===== config.mk =====
export PLATFORM = sky130hd
export DESIGN_NAME = wb_xbar_top
export DESIGN_NICKNAME = d
export VERILOG_FILES = /design/src/rtl/wb_xbar_cfg_pkg.sv /design/src/rtl/wb_xbar_req_pkg.sv /design/src/rtl/xbar_link_if.sv /design/src/rtl/sync_fifo.sv /design/src/rtl/wb_xbar_master_port.sv /design/src/rtl/wb_xbar_slave_port.sv /design/src/rtl/wb_xbar_top.sv
export SDC_FILE = /design/constraint.sdc
export NUM_CORES = 1
export LEC_CHECK = 0
export ABC_CLOCK_PERIOD_IN_PS = 3900
export BUFFER_PORTS_ARGS = -buffer_cell sky130_fd_sc_hd__buf_2
export CELL_PAD_IN_SITES_DETAIL_PLACEMENT = 2
export CELL_PAD_IN_SITES_GLOBAL_PLACEMENT = 2
export CORE_ASPECT_RATIO = 0.5
export CORE_MARGIN = 2
export CORE_UTILIZATION = 49
export CTS_BUF_LIST = sky130_fd_sc_hd__clkbuf_2 sky130_fd_sc_hd__clkbuf_4 sky130_fd_sc_hd__clkbuf_8
export DETAILED_ROUTE_END_ITERATION = 6
export HOLD_SLACK_MARGIN = 0.06
export PLACE_DENSITY = 0.78
export SLEW_MARGIN = 0
export SYNTH_ARGS = -nofsm -noshare
export SYNTH_HDL_FRONTEND = slang
export SYNTH_SLANG_ARGS = --single-unit

===== constraint.sdc =====
create_clock -name clk_i -period 3.9 [get_ports clk_i]
set_input_delay 0.585 -clock clk_i [delete_from_list [all_inputs] [get_ports clk_i]]
set_output_delay 0.585 -clock clk_i [all_outputs]
set_load 0.01 [all_outputs]

===== src/rtl/wb_xbar_cfg_pkg.sv =====
// -------------------------------------------------------------------------
// Wishbone switch configuration with bus widths, FIFO depth and the
// address windows of the two slaves
// -------------------------------------------------------------------------
`default_nettype none

package wb_xbar_cfg_pkg;

  // Bus widths
  localparam int AW = 16;
  localparam int DW = 32;
  localparam int SW = DW / 8;

  // Queue depth is 2**FIFO_AW entries
  localparam int FIFO_AW = 2;

  // Two spare bits keep the modulo tag compare unambiguous
  localparam int TAG_W = FIFO_AW + 2;

  // Slave 0 covers 0x0000-0x0FFF, slave 1 covers 0x1000-0x1FFF
  localparam logic [AW-1:0] S0_BASE = 16'h0000;
  localparam logic [AW-1:0] S0_MASK = 16'hF000;
  localparam logic [AW-1:0] S1_BASE = 16'h1000;
  localparam logic [AW-1:0] S1_MASK = 16'hF000;

endpackage

`default_nettype wire


===== src/rtl/wb_xbar_req_pkg.sv =====
// -------------------------------------------------------------------------
// Request and reply types shared by the ports of the Wishbone switch
// -------------------------------------------------------------------------
`default_nettype none

package wb_xbar_req_pkg;

  import wb_xbar_cfg_pkg::*;

  typedef logic [AW-1:0]    addr_t;
  typedef logic [DW-1:0]    data_t;
  typedef logic [SW-1:0]    sel_t;
  typedef logic [TAG_W-1:0] tag_t;

  // Request header as queued towards a slave
  typedef struct packed {
    addr_t addr;
    sel_t  sel;
    logic  we;
    tag_t  tag;
  } req_hdr_t;

  // Destination of a decoded beat
  typedef enum logic [1:0] {
    ROUTE_S0,
    ROUTE_S1,
    ROUTE_NONE
  } route_t;

  // Reply word, err set for unmapped addresses
  typedef struct packed {
    data_t data;
    logic  err;
  } rsp_t;

endpackage

`default_nettype wire


===== src/rtl/xbar_link_if.sv =====
// -------------------------------------------------------------------------
// Read side of one queue between a master port and a slave port
// -------------------------------------------------------------------------
`timescale 1ns/1ps
`default_nettype none

interface xbar_link_if #(
  parameter type payload_t = wb_xbar_req_pkg::data_t
);

  import wb_xbar_req_pkg::*;

  // Head of the queue, valid while empty is low
  req_hdr_t hdr;
  payload_t wdata;
  logic     empty;
  // Pops the head on the clock edge
  logic     rden;

  // Side that owns the queue
  modport src (
    output hdr,
    output wdata,
    output empty,
    input  rden
  );

  // Side that drains the queue
  modport dst (
    input  hdr,
    input  wdata,
    input  empty,
    output rden
  );

endinterface

`default_nettype wire


===== src/rtl/sync_fifo.sv =====
// -------------------------------------------------------------------------
// Single-clock FIFO, head word shown without read latency
// -------------------------------------------------------------------------
`timescale 1ns/1ps
`default_nettype none

module sync_fifo #(
  parameter int WIDTH  = 8,
  parameter int ADDR_W = 2
) (
  input  logic             clk_i,
  input  logic             rst_i,
  input  logic             wr_en_i,
  input  logic [WIDTH-1:0] wr_data_i,
  input  logic             rd_en_i,
  output logic [WIDTH-1:0] rd_data_o,
  output logic             full_o,
  output logic             empty_o
);

  logic [WIDTH-1:0] mem [2**ADDR_W];
  // Extra top bit tells full from empty
  logic [ADDR_W:0]  wr_ptr;
  logic [ADDR_W:0]  rd_ptr;
  logic             do_wr;
  logic             do_rd;

  assign do_wr = wr_en_i && !full_o;
  assign do_rd = rd_en_i && !empty_o;

  assign empty_o = (wr_ptr == rd_ptr);
  assign full_o  = (wr_ptr[ADDR_W] != rd_ptr[ADDR_W]) &&
                   (wr_ptr[ADDR_W-1:0] == rd_ptr[ADDR_W-1:0]);

  assign rd_data_o = mem[rd_ptr[ADDR_W-1:0]];

  always_ff @(posedge clk_i) begin
    if (rst_i) begin
      wr_ptr <= '0;
      rd_ptr <= '0;
    end else begin
      if (do_wr) begin
        wr_ptr <= wr_ptr + 1'b1;
      end
      if (do_rd) begin
        rd_ptr <= rd_ptr + 1'b1;
      end
    end
  end

  always_ff @(posedge clk_i) begin
    if (do_wr) begin
      mem[wr_ptr[ADDR_W-1:0]] <= wr_data_i;
    end
  end

endmodule

`default_nettype wire


===== src/rtl/wb_xbar_master_port.sv =====
// -------------------------------------------------------------------------
// Master side of the switch, decodes and tags beats, queues them per slave
// and returns replies in issue order
// -------------------------------------------------------------------------
`timescale 1ns/1ps
`default_nettype none

module wb_xbar_master_port (
  input  logic                   clk_i,
  input  logic                   rst_i,
  input  wb_xbar_req_pkg::addr_t wb_addr_i,
  input  wb_xbar_req_pkg::data_t wb_dat_i,
  input  wb_xbar_req_pkg::sel_t  wb_sel_i,
  input  logic                   wb_cyc_i,
  input  logic                   wb_stb_i,
  input  logic                   wb_we_i,
  output wb_xbar_req_pkg::data_t wb_dat_o,
  output logic                   wb_stall_o,
  output logic                   wb_ack_o,
  output logic                   wb_err_o,
  input  wb_xbar_req_pkg::tag_t  tag_i,
  xbar_link_if.src               to_s0,
  xbar_link_if.src               to_s1,
  xbar_link_if.dst               from_s0,
  xbar_link_if.dst               from_s1
);

  import wb_xbar_cfg_pkg::*;
  import wb_xbar_req_pkg::*;

  route_t     route;
  req_hdr_t   hdr;
  logic       accept;
  logic       tgt_full;
  logic       s0_full;
  logic       s1_full;
  logic       ord_full;
  logic       ord_empty;
  logic [1:0] ord_q;
  route_t     ord_head;
  rsp_t       rsp;
  logic       rsp_vld;

  // -----------------------------------------------------------------------
  // Request path
  // -----------------------------------------------------------------------
  always_comb begin
    if ((wb_addr_i & S0_MASK) == S0_BASE) begin
      route = ROUTE_S0;
    end else if ((wb_addr_i & S1_MASK) == S1_BASE) begin
      route = ROUTE_S1;
    end else begin
      route = ROUTE_NONE;
    end
  end

  // Unmapped beats only need room in the order queue
  always_comb begin
    case (route)
      ROUTE_S0: tgt_full = s0_full;
      ROUTE_S1: tgt_full = s1_full;
      default:  tgt_full = 1'b0;
    endcase
  end

  assign wb_stall_o = tgt_full || ord_full;
  assign accept     = wb_cyc_i && wb_stb_i && !wb_stall_o;

  assign hdr = '{addr: wb_addr_i, sel: wb_sel_i, we: wb_we_i, tag: tag_i};

  sync_fifo #(.WIDTH($bits(req_hdr_t) + DW), .ADDR_W(FIFO_AW)) u_s0_req_fifo (
    .clk_i     (clk_i),
    .rst_i     (rst_i),
    .wr_en_i   (accept && (route == ROUTE_S0)),
    .wr_data_i ({hdr, wb_dat_i}),
    .rd_en_i   (to_s0.rden),
    .rd_data_o ({to_s0.hdr, to_s0.wdata}),
    .full_o    (s0_full),
    .empty_o   (to_s0.empty)
  );

  sync_fifo #(.WIDTH($bits(req_hdr_t) + DW), .ADDR_W(FIFO_AW)) u_s1_req_fifo (
    .clk_i     (clk_i),
    .rst_i     (rst_i),
    .wr_en_i   (accept && (route == ROUTE_S1)),
    .wr_data_i ({hdr, wb_dat_i}),
    .rd_en_i   (to_s1.rden),
    .rd_data_o ({to_s1.hdr, to_s1.wdata}),
    .full_o    (s1_full),
    .empty_o   (to_s1.empty)
  );

  // -----------------------------------------------------------------------
  // Reply path, one route entry per accepted beat
  // -----------------------------------------------------------------------
  sync_fifo #(.WIDTH($bits(route_t)), .ADDR_W(FIFO_AW)) u_ord_fifo (
    .clk_i     (clk_i),
    .rst_i     (rst_i),
    .wr_en_i   (accept),
    .wr_data_i (route),
    .rd_en_i   (rsp_vld),
    .rd_data_o (ord_q),
    .full_o    (ord_full),
    .empty_o   (ord_empty)
  );

  assign ord_head = route_t'(ord_q);

  // Oldest entry retires once its reply is at the link head
  always_comb begin
    from_s0.rden = 1'b0;
    from_s1.rden = 1'b0;
    rsp          = '0;
    rsp_vld      = 1'b0;
    if (!ord_empty) begin
      case (ord_head)
        ROUTE_S0: begin
          rsp          = from_s0.wdata;
          rsp_vld      = !from_s0.empty;
          from_s0.rden = !from_s0.empty;
        end
        ROUTE_S1: begin
          rsp          = from_s1.wdata;
          rsp_vld      = !from_s1.empty;
          from_s1.rden = !from_s1.empty;
        end
        default: begin
          rsp.err = 1'b1;
          rsp_vld = 1'b1;
        end
      endcase
    end
  end

  assign wb_dat_o = rsp.data;
  assign wb_ack_o = rsp_vld && !rsp.err;
  assign wb_err_o = rsp_vld && rsp.err;

endmodule

`default_nettype wire


===== src/rtl/wb_xbar_slave_port.sv =====
// -------------------------------------------------------------------------
// Slave side of the switch, serves the oldest queued request on the slave
// bus and queues its reply for the requesting master
// -------------------------------------------------------------------------
`timescale 1ns/1ps
`default_nettype none

module wb_xbar_slave_port (
  input  logic                   clk_i,
  input  logic                   rst_i,
  xbar_link_if.dst               from_m0,
  xbar_link_if.dst               from_m1,
  xbar_link_if.src               to_m0,
  xbar_link_if.src               to_m1,
  output wb_xbar_req_pkg::addr_t wb_addr_o,
  output wb_xbar_req_pkg::data_t wb_dat_o,
  output wb_xbar_req_pkg::sel_t  wb_sel_o,
  output logic                   wb_cyc_o,
  output logic                   wb_stb_o,
  output logic                   wb_we_o,
  input  wb_xbar_req_pkg::data_t wb_dat_i,
  input  logic                   wb_stall_i,
  input  logic                   wb_ack_i
);

  import wb_xbar_cfg_pkg::*;
  import wb_xbar_req_pkg::*;

  typedef enum logic [1:0] {
    IDLE,
    ISSUE,
    WAIT_ACK,
    RESPOND
  } state_t;

  state_t   state;
  logic     pick_m1;
  tag_t     tag_diff;
  // Served master, 1 for m1
  logic     cur_m;
  req_hdr_t cur_hdr;
  data_t    cur_wdata;
  rsp_t     rsp_q;
  logic     rsp_push;
  logic     rsp_full;
  logic     m0_full;
  logic     m1_full;

  // -----------------------------------------------------------------------
  // Oldest-first pick, the sign of the modulo tag difference gives the age
  // -----------------------------------------------------------------------
  assign tag_diff = from_m1.hdr.tag - from_m0.hdr.tag;
  assign pick_m1  = !from_m1.empty && (from_m0.empty || tag_diff[TAG_W-1]);

  always_ff @(posedge clk_i) begin
    if (rst_i) begin
      state <= IDLE;
    end else begin
      case (state)
        IDLE: begin
          if (!from_m0.empty || !from_m1.empty) begin
            state <= ISSUE;
          end
        end
        ISSUE: begin
          if (!wb_stall_i) begin
            state <= WAIT_ACK;
          end
        end
        WAIT_ACK: begin
          if (wb_ack_i) begin
            state <= RESPOND;
          end
        end
        RESPOND: begin
          if (!rsp_full) begin
            state <= IDLE;
          end
        end
        default: state <= IDLE;
      endcase
    end
  end

  // Request stays queued until its reply is pushed
  always_ff @(posedge clk_i) begin
    if (state == IDLE) begin
      cur_m     <= pick_m1;
      cur_hdr   <= pick_m1 ? from_m1.hdr : from_m0.hdr;
      cur_wdata <= pick_m1 ? from_m1.wdata : from_m0.wdata;
    end
    if ((state == WAIT_ACK) && wb_ack_i) begin
      rsp_q.data <= cur_hdr.we ? '0 : wb_dat_i;
      rsp_q.err  <= 1'b0;
    end
  end

  // Slave bus, one beat in flight
  assign wb_cyc_o  = (state == ISSUE) || (state == WAIT_ACK);
  assign wb_stb_o  = (state == ISSUE);
  assign wb_addr_o = cur_hdr.addr;
  assign wb_sel_o  = cur_hdr.sel;
  assign wb_we_o   = cur_hdr.we;
  assign wb_dat_o  = cur_wdata;

  // -----------------------------------------------------------------------
  // Reply queues, one per master
  // -----------------------------------------------------------------------
  assign rsp_full = cur_m ? m1_full : m0_full;
  assign rsp_push = (state == RESPOND) && !rsp_full;

  assign from_m0.rden = rsp_push && !cur_m;
  assign from_m1.rden = rsp_push && cur_m;

  // Header field unused on reply links
  assign to_m0.hdr = '0;
  assign to_m1.hdr = '0;

  sync_fifo #(.WIDTH($bits(rsp_t)), .ADDR_W(FIFO_AW)) u_m0_rsp_fifo (
    .clk_i     (clk_i),
    .rst_i     (rst_i),
    .wr_en_i   (rsp_push && !cur_m),
    .wr_data_i (rsp_q),
    .rd_en_i   (to_m0.rden),
    .rd_data_o (to_m0.wdata),
    .full_o    (m0_full),
    .empty_o   (to_m0.empty)
  );

  sync_fifo #(.WIDTH($bits(rsp_t)), .ADDR_W(FIFO_AW)) u_m1_rsp_fifo (
    .clk_i     (clk_i),
    .rst_i     (rst_i),
    .wr_en_i   (rsp_push && cur_m),
    .wr_data_i (rsp_q),
    .rd_en_i   (to_m1.rden),
    .rd_data_o (to_m1.wdata),
    .full_o    (m1_full),
    .empty_o   (to_m1.empty)
  );

endmodule

`default_nettype wire


===== src/rtl/wb_xbar_top.sv =====
// -------------------------------------------------------------------------
// Two-master, two-slave pipelined Wishbone switch with in-order replies
// -------------------------------------------------------------------------
`timescale 1ns/1ps
`default_nettype none

module wb_xbar_top (
  input  logic                   clk_i,
  input  logic                   rst_i,
  // Master 0
  input  wb_xbar_req_pkg::addr_t m0_wb_addr_i,
  input  wb_xbar_req_pkg::data_t m0_wb_dat_i,
  input  wb_xbar_req_pkg::sel_t  m0_wb_sel_i,
  input  logic                   m0_wb_cyc_i,
  input  logic                   m0_wb_stb_i,
  input  logic                   m0_wb_we_i,
  output wb_xbar_req_pkg::data_t m0_wb_dat_o,
  output logic                   m0_wb_stall_o,
  output logic                   m0_wb_ack_o,
  output logic                   m0_wb_err_o,
  // Master 1
  input  wb_xbar_req_pkg::addr_t m1_wb_addr_i,
  input  wb_xbar_req_pkg::data_t m1_wb_dat_i,
  input  wb_xbar_req_pkg::sel_t  m1_wb_sel_i,
  input  logic                   m1_wb_cyc_i,
  input  logic                   m1_wb_stb_i,
  input  logic                   m1_wb_we_i,
  output wb_xbar_req_pkg::data_t m1_wb_dat_o,
  output logic                   m1_wb_stall_o,
  output logic                   m1_wb_ack_o,
  output logic                   m1_wb_err_o,
  // Slave 0
  output wb_xbar_req_pkg::addr_t s0_wb_addr_o,
  output wb_xbar_req_pkg::data_t s0_wb_dat_o,
  output wb_xbar_req_pkg::sel_t  s0_wb_sel_o,
  output logic                   s0_wb_cyc_o,
  output logic                   s0_wb_stb_o,
  output logic                   s0_wb_we_o,
  input  wb_xbar_req_pkg::data_t s0_wb_dat_i,
  input  logic                   s0_wb_stall_i,
  input  logic                   s0_wb_ack_i,
  // Slave 1
  output wb_xbar_req_pkg::addr_t s1_wb_addr_o,
  output wb_xbar_req_pkg::data_t s1_wb_dat_o,
  output wb_xbar_req_pkg::sel_t  s1_wb_sel_o,
  output logic                   s1_wb_cyc_o,
  output logic                   s1_wb_stb_o,
  output logic                   s1_wb_we_o,
  input  wb_xbar_req_pkg::data_t s1_wb_dat_i,
  input  logic                   s1_wb_stall_i,
  input  logic                   s1_wb_ack_i
);

  import wb_xbar_req_pkg::*;

  tag_t time_tag;

  // Request links
  xbar_link_if m0_to_s0 ();
  xbar_link_if m0_to_s1 ();
  xbar_link_if m1_to_s0 ();
  xbar_link_if m1_to_s1 ();

  // Reply links carry data with err
  xbar_link_if #(.payload_t(rsp_t)) s0_to_m0 ();
  xbar_link_if #(.payload_t(rsp_t)) s0_to_m1 ();
  xbar_link_if #(.payload_t(rsp_t)) s1_to_m0 ();
  xbar_link_if #(.payload_t(rsp_t)) s1_to_m1 ();

  // Global age stamp, one step per accepted beat on either master
  always_ff @(posedge clk_i) begin
    if (rst_i) begin
      time_tag <= '0;
    end else if ((m0_wb_cyc_i && m0_wb_stb_i && !m0_wb_stall_o) ||
                 (m1_wb_cyc_i && m1_wb_stb_i && !m1_wb_stall_o)) begin
      time_tag <= time_tag + 1'b1;
    end
  end

  wb_xbar_master_port u_m0_port (
    .clk_i      (clk_i),
    .rst_i      (rst_i),
    .wb_addr_i  (m0_wb_addr_i),
    .wb_dat_i   (m0_wb_dat_i),
    .wb_sel_i   (m0_wb_sel_i),
    .wb_cyc_i   (m0_wb_cyc_i),
    .wb_stb_i   (m0_wb_stb_i),
    .wb_we_i    (m0_wb_we_i),
    .wb_dat_o   (m0_wb_dat_o),
    .wb_stall_o (m0_wb_stall_o),
    .wb_ack_o   (m0_wb_ack_o),
    .wb_err_o   (m0_wb_err_o),
    .tag_i      (time_tag),
    .to_s0      (m0_to_s0),
    .to_s1      (m0_to_s1),
    .from_s0    (s0_to_m0),
    .from_s1    (s1_to_m0)
  );

  wb_xbar_master_port u_m1_port (
    .clk_i      (clk_i),
    .rst_i      (rst_i),
    .wb_addr_i  (m1_wb_addr_i),
    .wb_dat_i   (m1_wb_dat_i),
    .wb_sel_i   (m1_wb_sel_i),
    .wb_cyc_i   (m1_wb_cyc_i),
    .wb_stb_i   (m1_wb_stb_i),
    .wb_we_i    (m1_wb_we_i),
    .wb_dat_o   (m1_wb_dat_o),
    .wb_stall_o (m1_wb_stall_o),
    .wb_ack_o   (m1_wb_ack_o),
    .wb_err_o   (m1_wb_err_o),
    .tag_i      (time_tag),
    .to_s0      (m1_to_s0),
    .to_s1      (m1_to_s1),
    .from_s0    (s0_to_m1),
    .from_s1    (s1_to_m1)
  );

  wb_xbar_slave_port u_s0_port (
    .clk_i      (clk_i),
    .rst_i      (rst_i),
    .from_m0    (m0_to_s0),
    .from_m1    (m1_to_s0),
    .to_m0      (s0_to_m0),
    .to_m1      (s0_to_m1),
    .wb_addr_o  (s0_wb_addr_o),
    .wb_dat_o   (s0_wb_dat_o),
    .wb_sel_o   (s0_wb_sel_o),
    .wb_cyc_o   (s0_wb_cyc_o),
    .wb_stb_o   (s0_wb_stb_o),
    .wb_we_o    (s0_wb_we_o),
    .wb_dat_i   (s0_wb_dat_i),
    .wb_stall_i (s0_wb_stall_i),
    .wb_ack_i   (s0_wb_ack_i)
  );

  wb_xbar_slave_port u_s1_port (
    .clk_i      (clk_i),
    .rst_i      (rst_i),
    .from_m0    (m0_to_s1),
    .from_m1    (m1_to_s1),
    .to_m0      (s1_to_m0),
    .to_m1      (s1_to_m1),
    .wb_addr_o  (s1_wb_addr_o),
    .wb_dat_o   (s1_wb_dat_o),
    .wb_sel_o   (s1_wb_sel_o),
    .wb_cyc_o   (s1_wb_cyc_o),
    .wb_stb_o   (s1_wb_stb_o),
    .wb_we_o    (s1_wb_we_o),
    .wb_dat_i   (s1_wb_dat_i),
    .wb_stall_i (s1_wb_stall_i),
    .wb_ack_i   (s1_wb_ack_i)
  );

endmodule

`default_nettype wire


==> out/results.tsv <==
stage	metric	value	unit
timing	Tcrit/Tclk final	0.966	
floorplanning	die area	0.146	sq mm
clock_network	TritonCTS clock tree	built	
clock_network	H-tree levels	4	
synthesis	most used flip-flop cell after synthesis	edfxtp_1	
final_layout	fill cell count	11800	
final_layout	Layout Area Growth over Synthesis	15.5	%
clock_network	worst-case clock buffer depth	4	
critical_path	Setup crit start kind	flop	
grt	GR Overflow Total	0	
floorplanning	Rows	97	
clock_network	CTS Root Cell	clkbuf_8	
synthesis	Yosys top cell by area	edfxtp_1	
final_layout	fin nets	4720	
clock_network	CTS Buf Count	238	
detailed_routing	via-per-instance ratio	6.86	
synthesis	Mapped Nets	4088	
timing	fmax	266	MHz
final_layout	fin util	0.574	
final_layout	final std cells w/o fill	6552	
detailed_routing	initial DRC count	6340	
timing	Fin. Hold Viols	0	
synthesis	Mapped Cells	3843	
placed_design	dpl cells	5949	
floorplanning	Die Ht	271	um
hold_path	Hold WC Path Type	in -> reg	
power_and_ir_drop	total power	39200	uW
floorplanning	Ports	360	
final_layout	layout cells sized above 1	0.319	
critical_path	CP Max Fanout	20	
floorplanning	initial core utilization	0.497	
final_layout	Finished Cell Area	0.0808	sq mm
timing	minimum clock period	3.77	ns
floorplanning	Die X-Extent	538	um
placed_design	Post-DP HPWL	150	mm
synthesis	EDFF count, synth	1612	
synthesis	Synth top area share	0.692	
grt	pin count of the biggest net entering global routing	111	
detailed_routing	total iterations of the first detailed-routing run	6	
power_and_ir_drop	pwr/cell area	486	mW/mm^2
synthesis	syn_area_per_cell	18.2	sq um
detailed_routing	DRC	0	
detailed_routing	final WL	273	mm
timing	setup TNS	0	ns
placed_design	DP Area	0.0745	sq mm
critical_path	capturing element type of the critical path	output pin	
clock_network	# clock sinks	1700	
synthesis	total number of yosys warnings	0	
grt	first-pass GRT wire length	381	mm
placed_design	GP Congestion	0.755	
synthesis	Synth area leaders	edfxtp_1, mux4_2, nand3_1	
timing	setup violators final	0	
timing	max_slew headroom	0.131	
critical_path	Worst Path Arrival	3.18	ns
critical_path	Worst Path Required	3.31	ns
power_and_ir_drop	Worst IR Drop VDD	0.328	mV
flow_run	Max Cap Violations	0	
timing	max-slew violation count	0	
run_status	status	complete, no violations	
timing	Worst Tran Pin Value	1.30	ns
grt	vias in the first global route	48100	
synthesis	post-synthesis cell area	0.0699	sq mm
clock_network	Clock Latency Late Sink	1.02	ns
grt	initial antenna violation count	16	
synthesis	Yosys reg bits	1700	
timing	unrepaired setup endpoints after global routing	false	
detailed_routing	ANT nets after route	0	
critical_path	Crit Path Class	reg -> out	
synthesis	sequential share of the synthesized area	0.717	
timing	final clock skew	0.147	ns
floorplanning	core area	0.141	sq mm
grt	GRT Util Overall	0.369	
synthesis	Yosys cell types	52	
placed_design	Port Buffer Count	359	
detailed_routing	vias after detailed routing	44900	
detailed_routing	wire length per cell	41.7	um
synthesis	Post-synth ARST share	0	
clock_network	Reg clk slew, reported paths	0.07	ns
power_and_ir_drop	LEAKAGE	0.0260	uW
cells by family (layout without fill, tap and decap cells):
| logic type | count (synthesis) | after routing | share of synthesized area |
|---|---|---|---|
| flip-flops | 1700 | 1700 | 0.717 |
| AND/OR/NAND/NOR | 875 | 875 | 0.0636 |
| multiplexers | 647 | 647 | 0.161 |
| buffers and inverters | 290 | 1108 | 0.0175 |
| AO/OA/AOI/OAI | 186 | 186 | 0.0184 |
| XOR/XNOR | 80 | 80 | 0.0108 |
| adder cells (fa/ha/maj) | 65 | 65 | 0.0116 |
| other | 0 | 10 | 0 |
critical path, cell delays in order, from the launching register on:
cell     delay (ns)
dfxtp_1        0.37
mux4_2         0.59
a31o_2         0.48
buf_4          0.35
nor2_1         0.30
buf_2          0.20
per-stage QoR:
stage / hold WS [ns] / setup slack [ns]
2_1_floorplan: 0.479 / 0.436
4_1_cts: 0.0611 / 0.0358
3_3_place_gp: 0.500 / 0.811
3_5_place_dp: 0.531 / 0.281
5_1_grt: 0.0653 / 0.00541
6_report: 0.110 / 0.134
synthesized netlist by cell type, types with 2 or more instances:
library cell,count
edfxtp_1,1612
nand3_1,559
mux4_2,360
mux2_2,210
clkbuf_1,159
nor2_1,127
a22oi_1,107
dfxtp_1,88
nor2b_1,76
buf_2,73
mux2i_1,70
ha_1,65
xnor2_1,47
inv_1,39
a21oi_1,37
xor2_1,29
and3_1,26
and2_1,25
nand2_1,19
buf_4,11
o21ai_0,11
nor3_1,9
buf_1,8
a31oi_1,7
mux2_1,7
nor4_1,6
nand4_1,5
or3_1,5
a21o_1,4
a311oi_1,3
a31o_2,3
nor3b_1,3
o21ai_1,3
a31o_1,2
and4_1,2
and4bb_1,2
nand2b_1,2
nand4b_1,2
nor3b_2,2
o21a_1,2
o21ai_2,2
or4_1,2
xnor2_4,2
xor2_2,2
final cells by class:
| class | count | area [sq um] | area share |
|---|---|---|---|
| Multi-Input combinational cell | 1853 | 18800 | 0.232 |
| Timing Repair Buffer | 643 | 4700 | 0.0581 |
| Clock inverter | 80 | 385 | 0.00477 |
| Clock buffer | 346 | 4180 | 0.0518 |
| Inverter | 39 | 146 | 0.00181 |
| Tap cell | 1881 | 2350 | 0.0291 |
| Sequential cell | 1700 | 50200 | 0.622 |
| Antenna cell | 10 | 25.0 | 0.000310 |
flip-flops by register name (all words and copies together) (netlist names), 16 cells and up, named ones only:
register and flops:
u_m1_port.u_s0_req_fifo.mem 228, u_s1_port.rsp_q 32, u_s1_port.wb_dat_o 32, u_s0_port.u_m0_rsp_fifo.mem 128, u_m0_port.u_s0_req_fifo.mem 228, u_m0_port.u_s1_req_fifo.mem 228, u_s0_port.wb_addr_o 16, u_m1_port.u_s1_req_fifo.mem 228
u_s0_port.rsp_q 32, u_s1_port.u_m1_rsp_fifo.mem 128, u_s1_port.u_m0_rsp_fifo.mem 128, u_s1_port.wb_addr_o 16, u_s0_port.u_m1_rsp_fifo.mem 128, u_s0_port.wb_dat_o 32
report_power, final:
group          internal, uW  switching [uW]
Clock                  6980            7950
Sequential            20600             483
Combinational          1000            2210
Total                 28600           10600
cells in the final DEF (no fill, tap or decap), types with 6 or more instances in the layout:
cell type,instances
edfxtp_1,1612
nand3_1,556
mux4_2,360
buf_2,359
clkbuf_8,253
mux2_2,210
dlygate4sd3_1,165
nor2_1,125
a22oi_1,107
clkbuf_4,93
buf_4,90
nor2b_1,76
dfxtp_1,75
mux2i_1,70
ha_1,63
clkinv_1,56
xnor2_1,47
inv_1,38
a21oi_1,37
xor2_1,29
buf_12,28
clkinv_2,20
nand2_1,19
and2_2,18
and3_1,13
and3_4,12
o21ai_0,11
diode_2,10
nor3_1,9
dfxtp_4,9
mux2_1,7
a31oi_1,7
nor4_1,6
repair_timing:
| action | CTS | global route |
|---|---|---|
| hold buffers | 165 | 0 |
| hold endpoints to repair | 903 | 0 |
| setup buffers | 2 | 0 |
| setup endpoints to repair | 2 | 5 |
| gates resized for setup | 1 | 2 |
per-layer routing:
layer,GRT usage,routed length (um),vias up
met5,0,42,-
met2,0.639,139000,3447
met3,0.0671,23300,866
met4,0.154,13000,8
met1,0.460,97800,23900
li1,-,-,16700
worst paths after layout:
kind | cells past startpoint | slack, ns | from | endpoint
hold reg to reg | 2 | 0.55 | u_s0_port.state[1]$_SDFFE_PP0P_ | u_s0_port.state[1]$_SDFFE_PP0P_
setup / recovery | 5 | 0.13 | flop | m0_wb_dat_o[18]
hold / removal | 2 | 0.11 | s1_wb_dat_i[21] | u_s1_port.rsp_q[22]$_SDFFCE_PP0P_
setup reg to reg | 6 | 0.48 | u_m0_port.u_s0_req_fifo.wr_ptr[2]$_SDFFE_PP0P_ | u_s0_port.wb_dat_o[20]$_DFFE_PN_
Power figures use the tool's default switching activity.
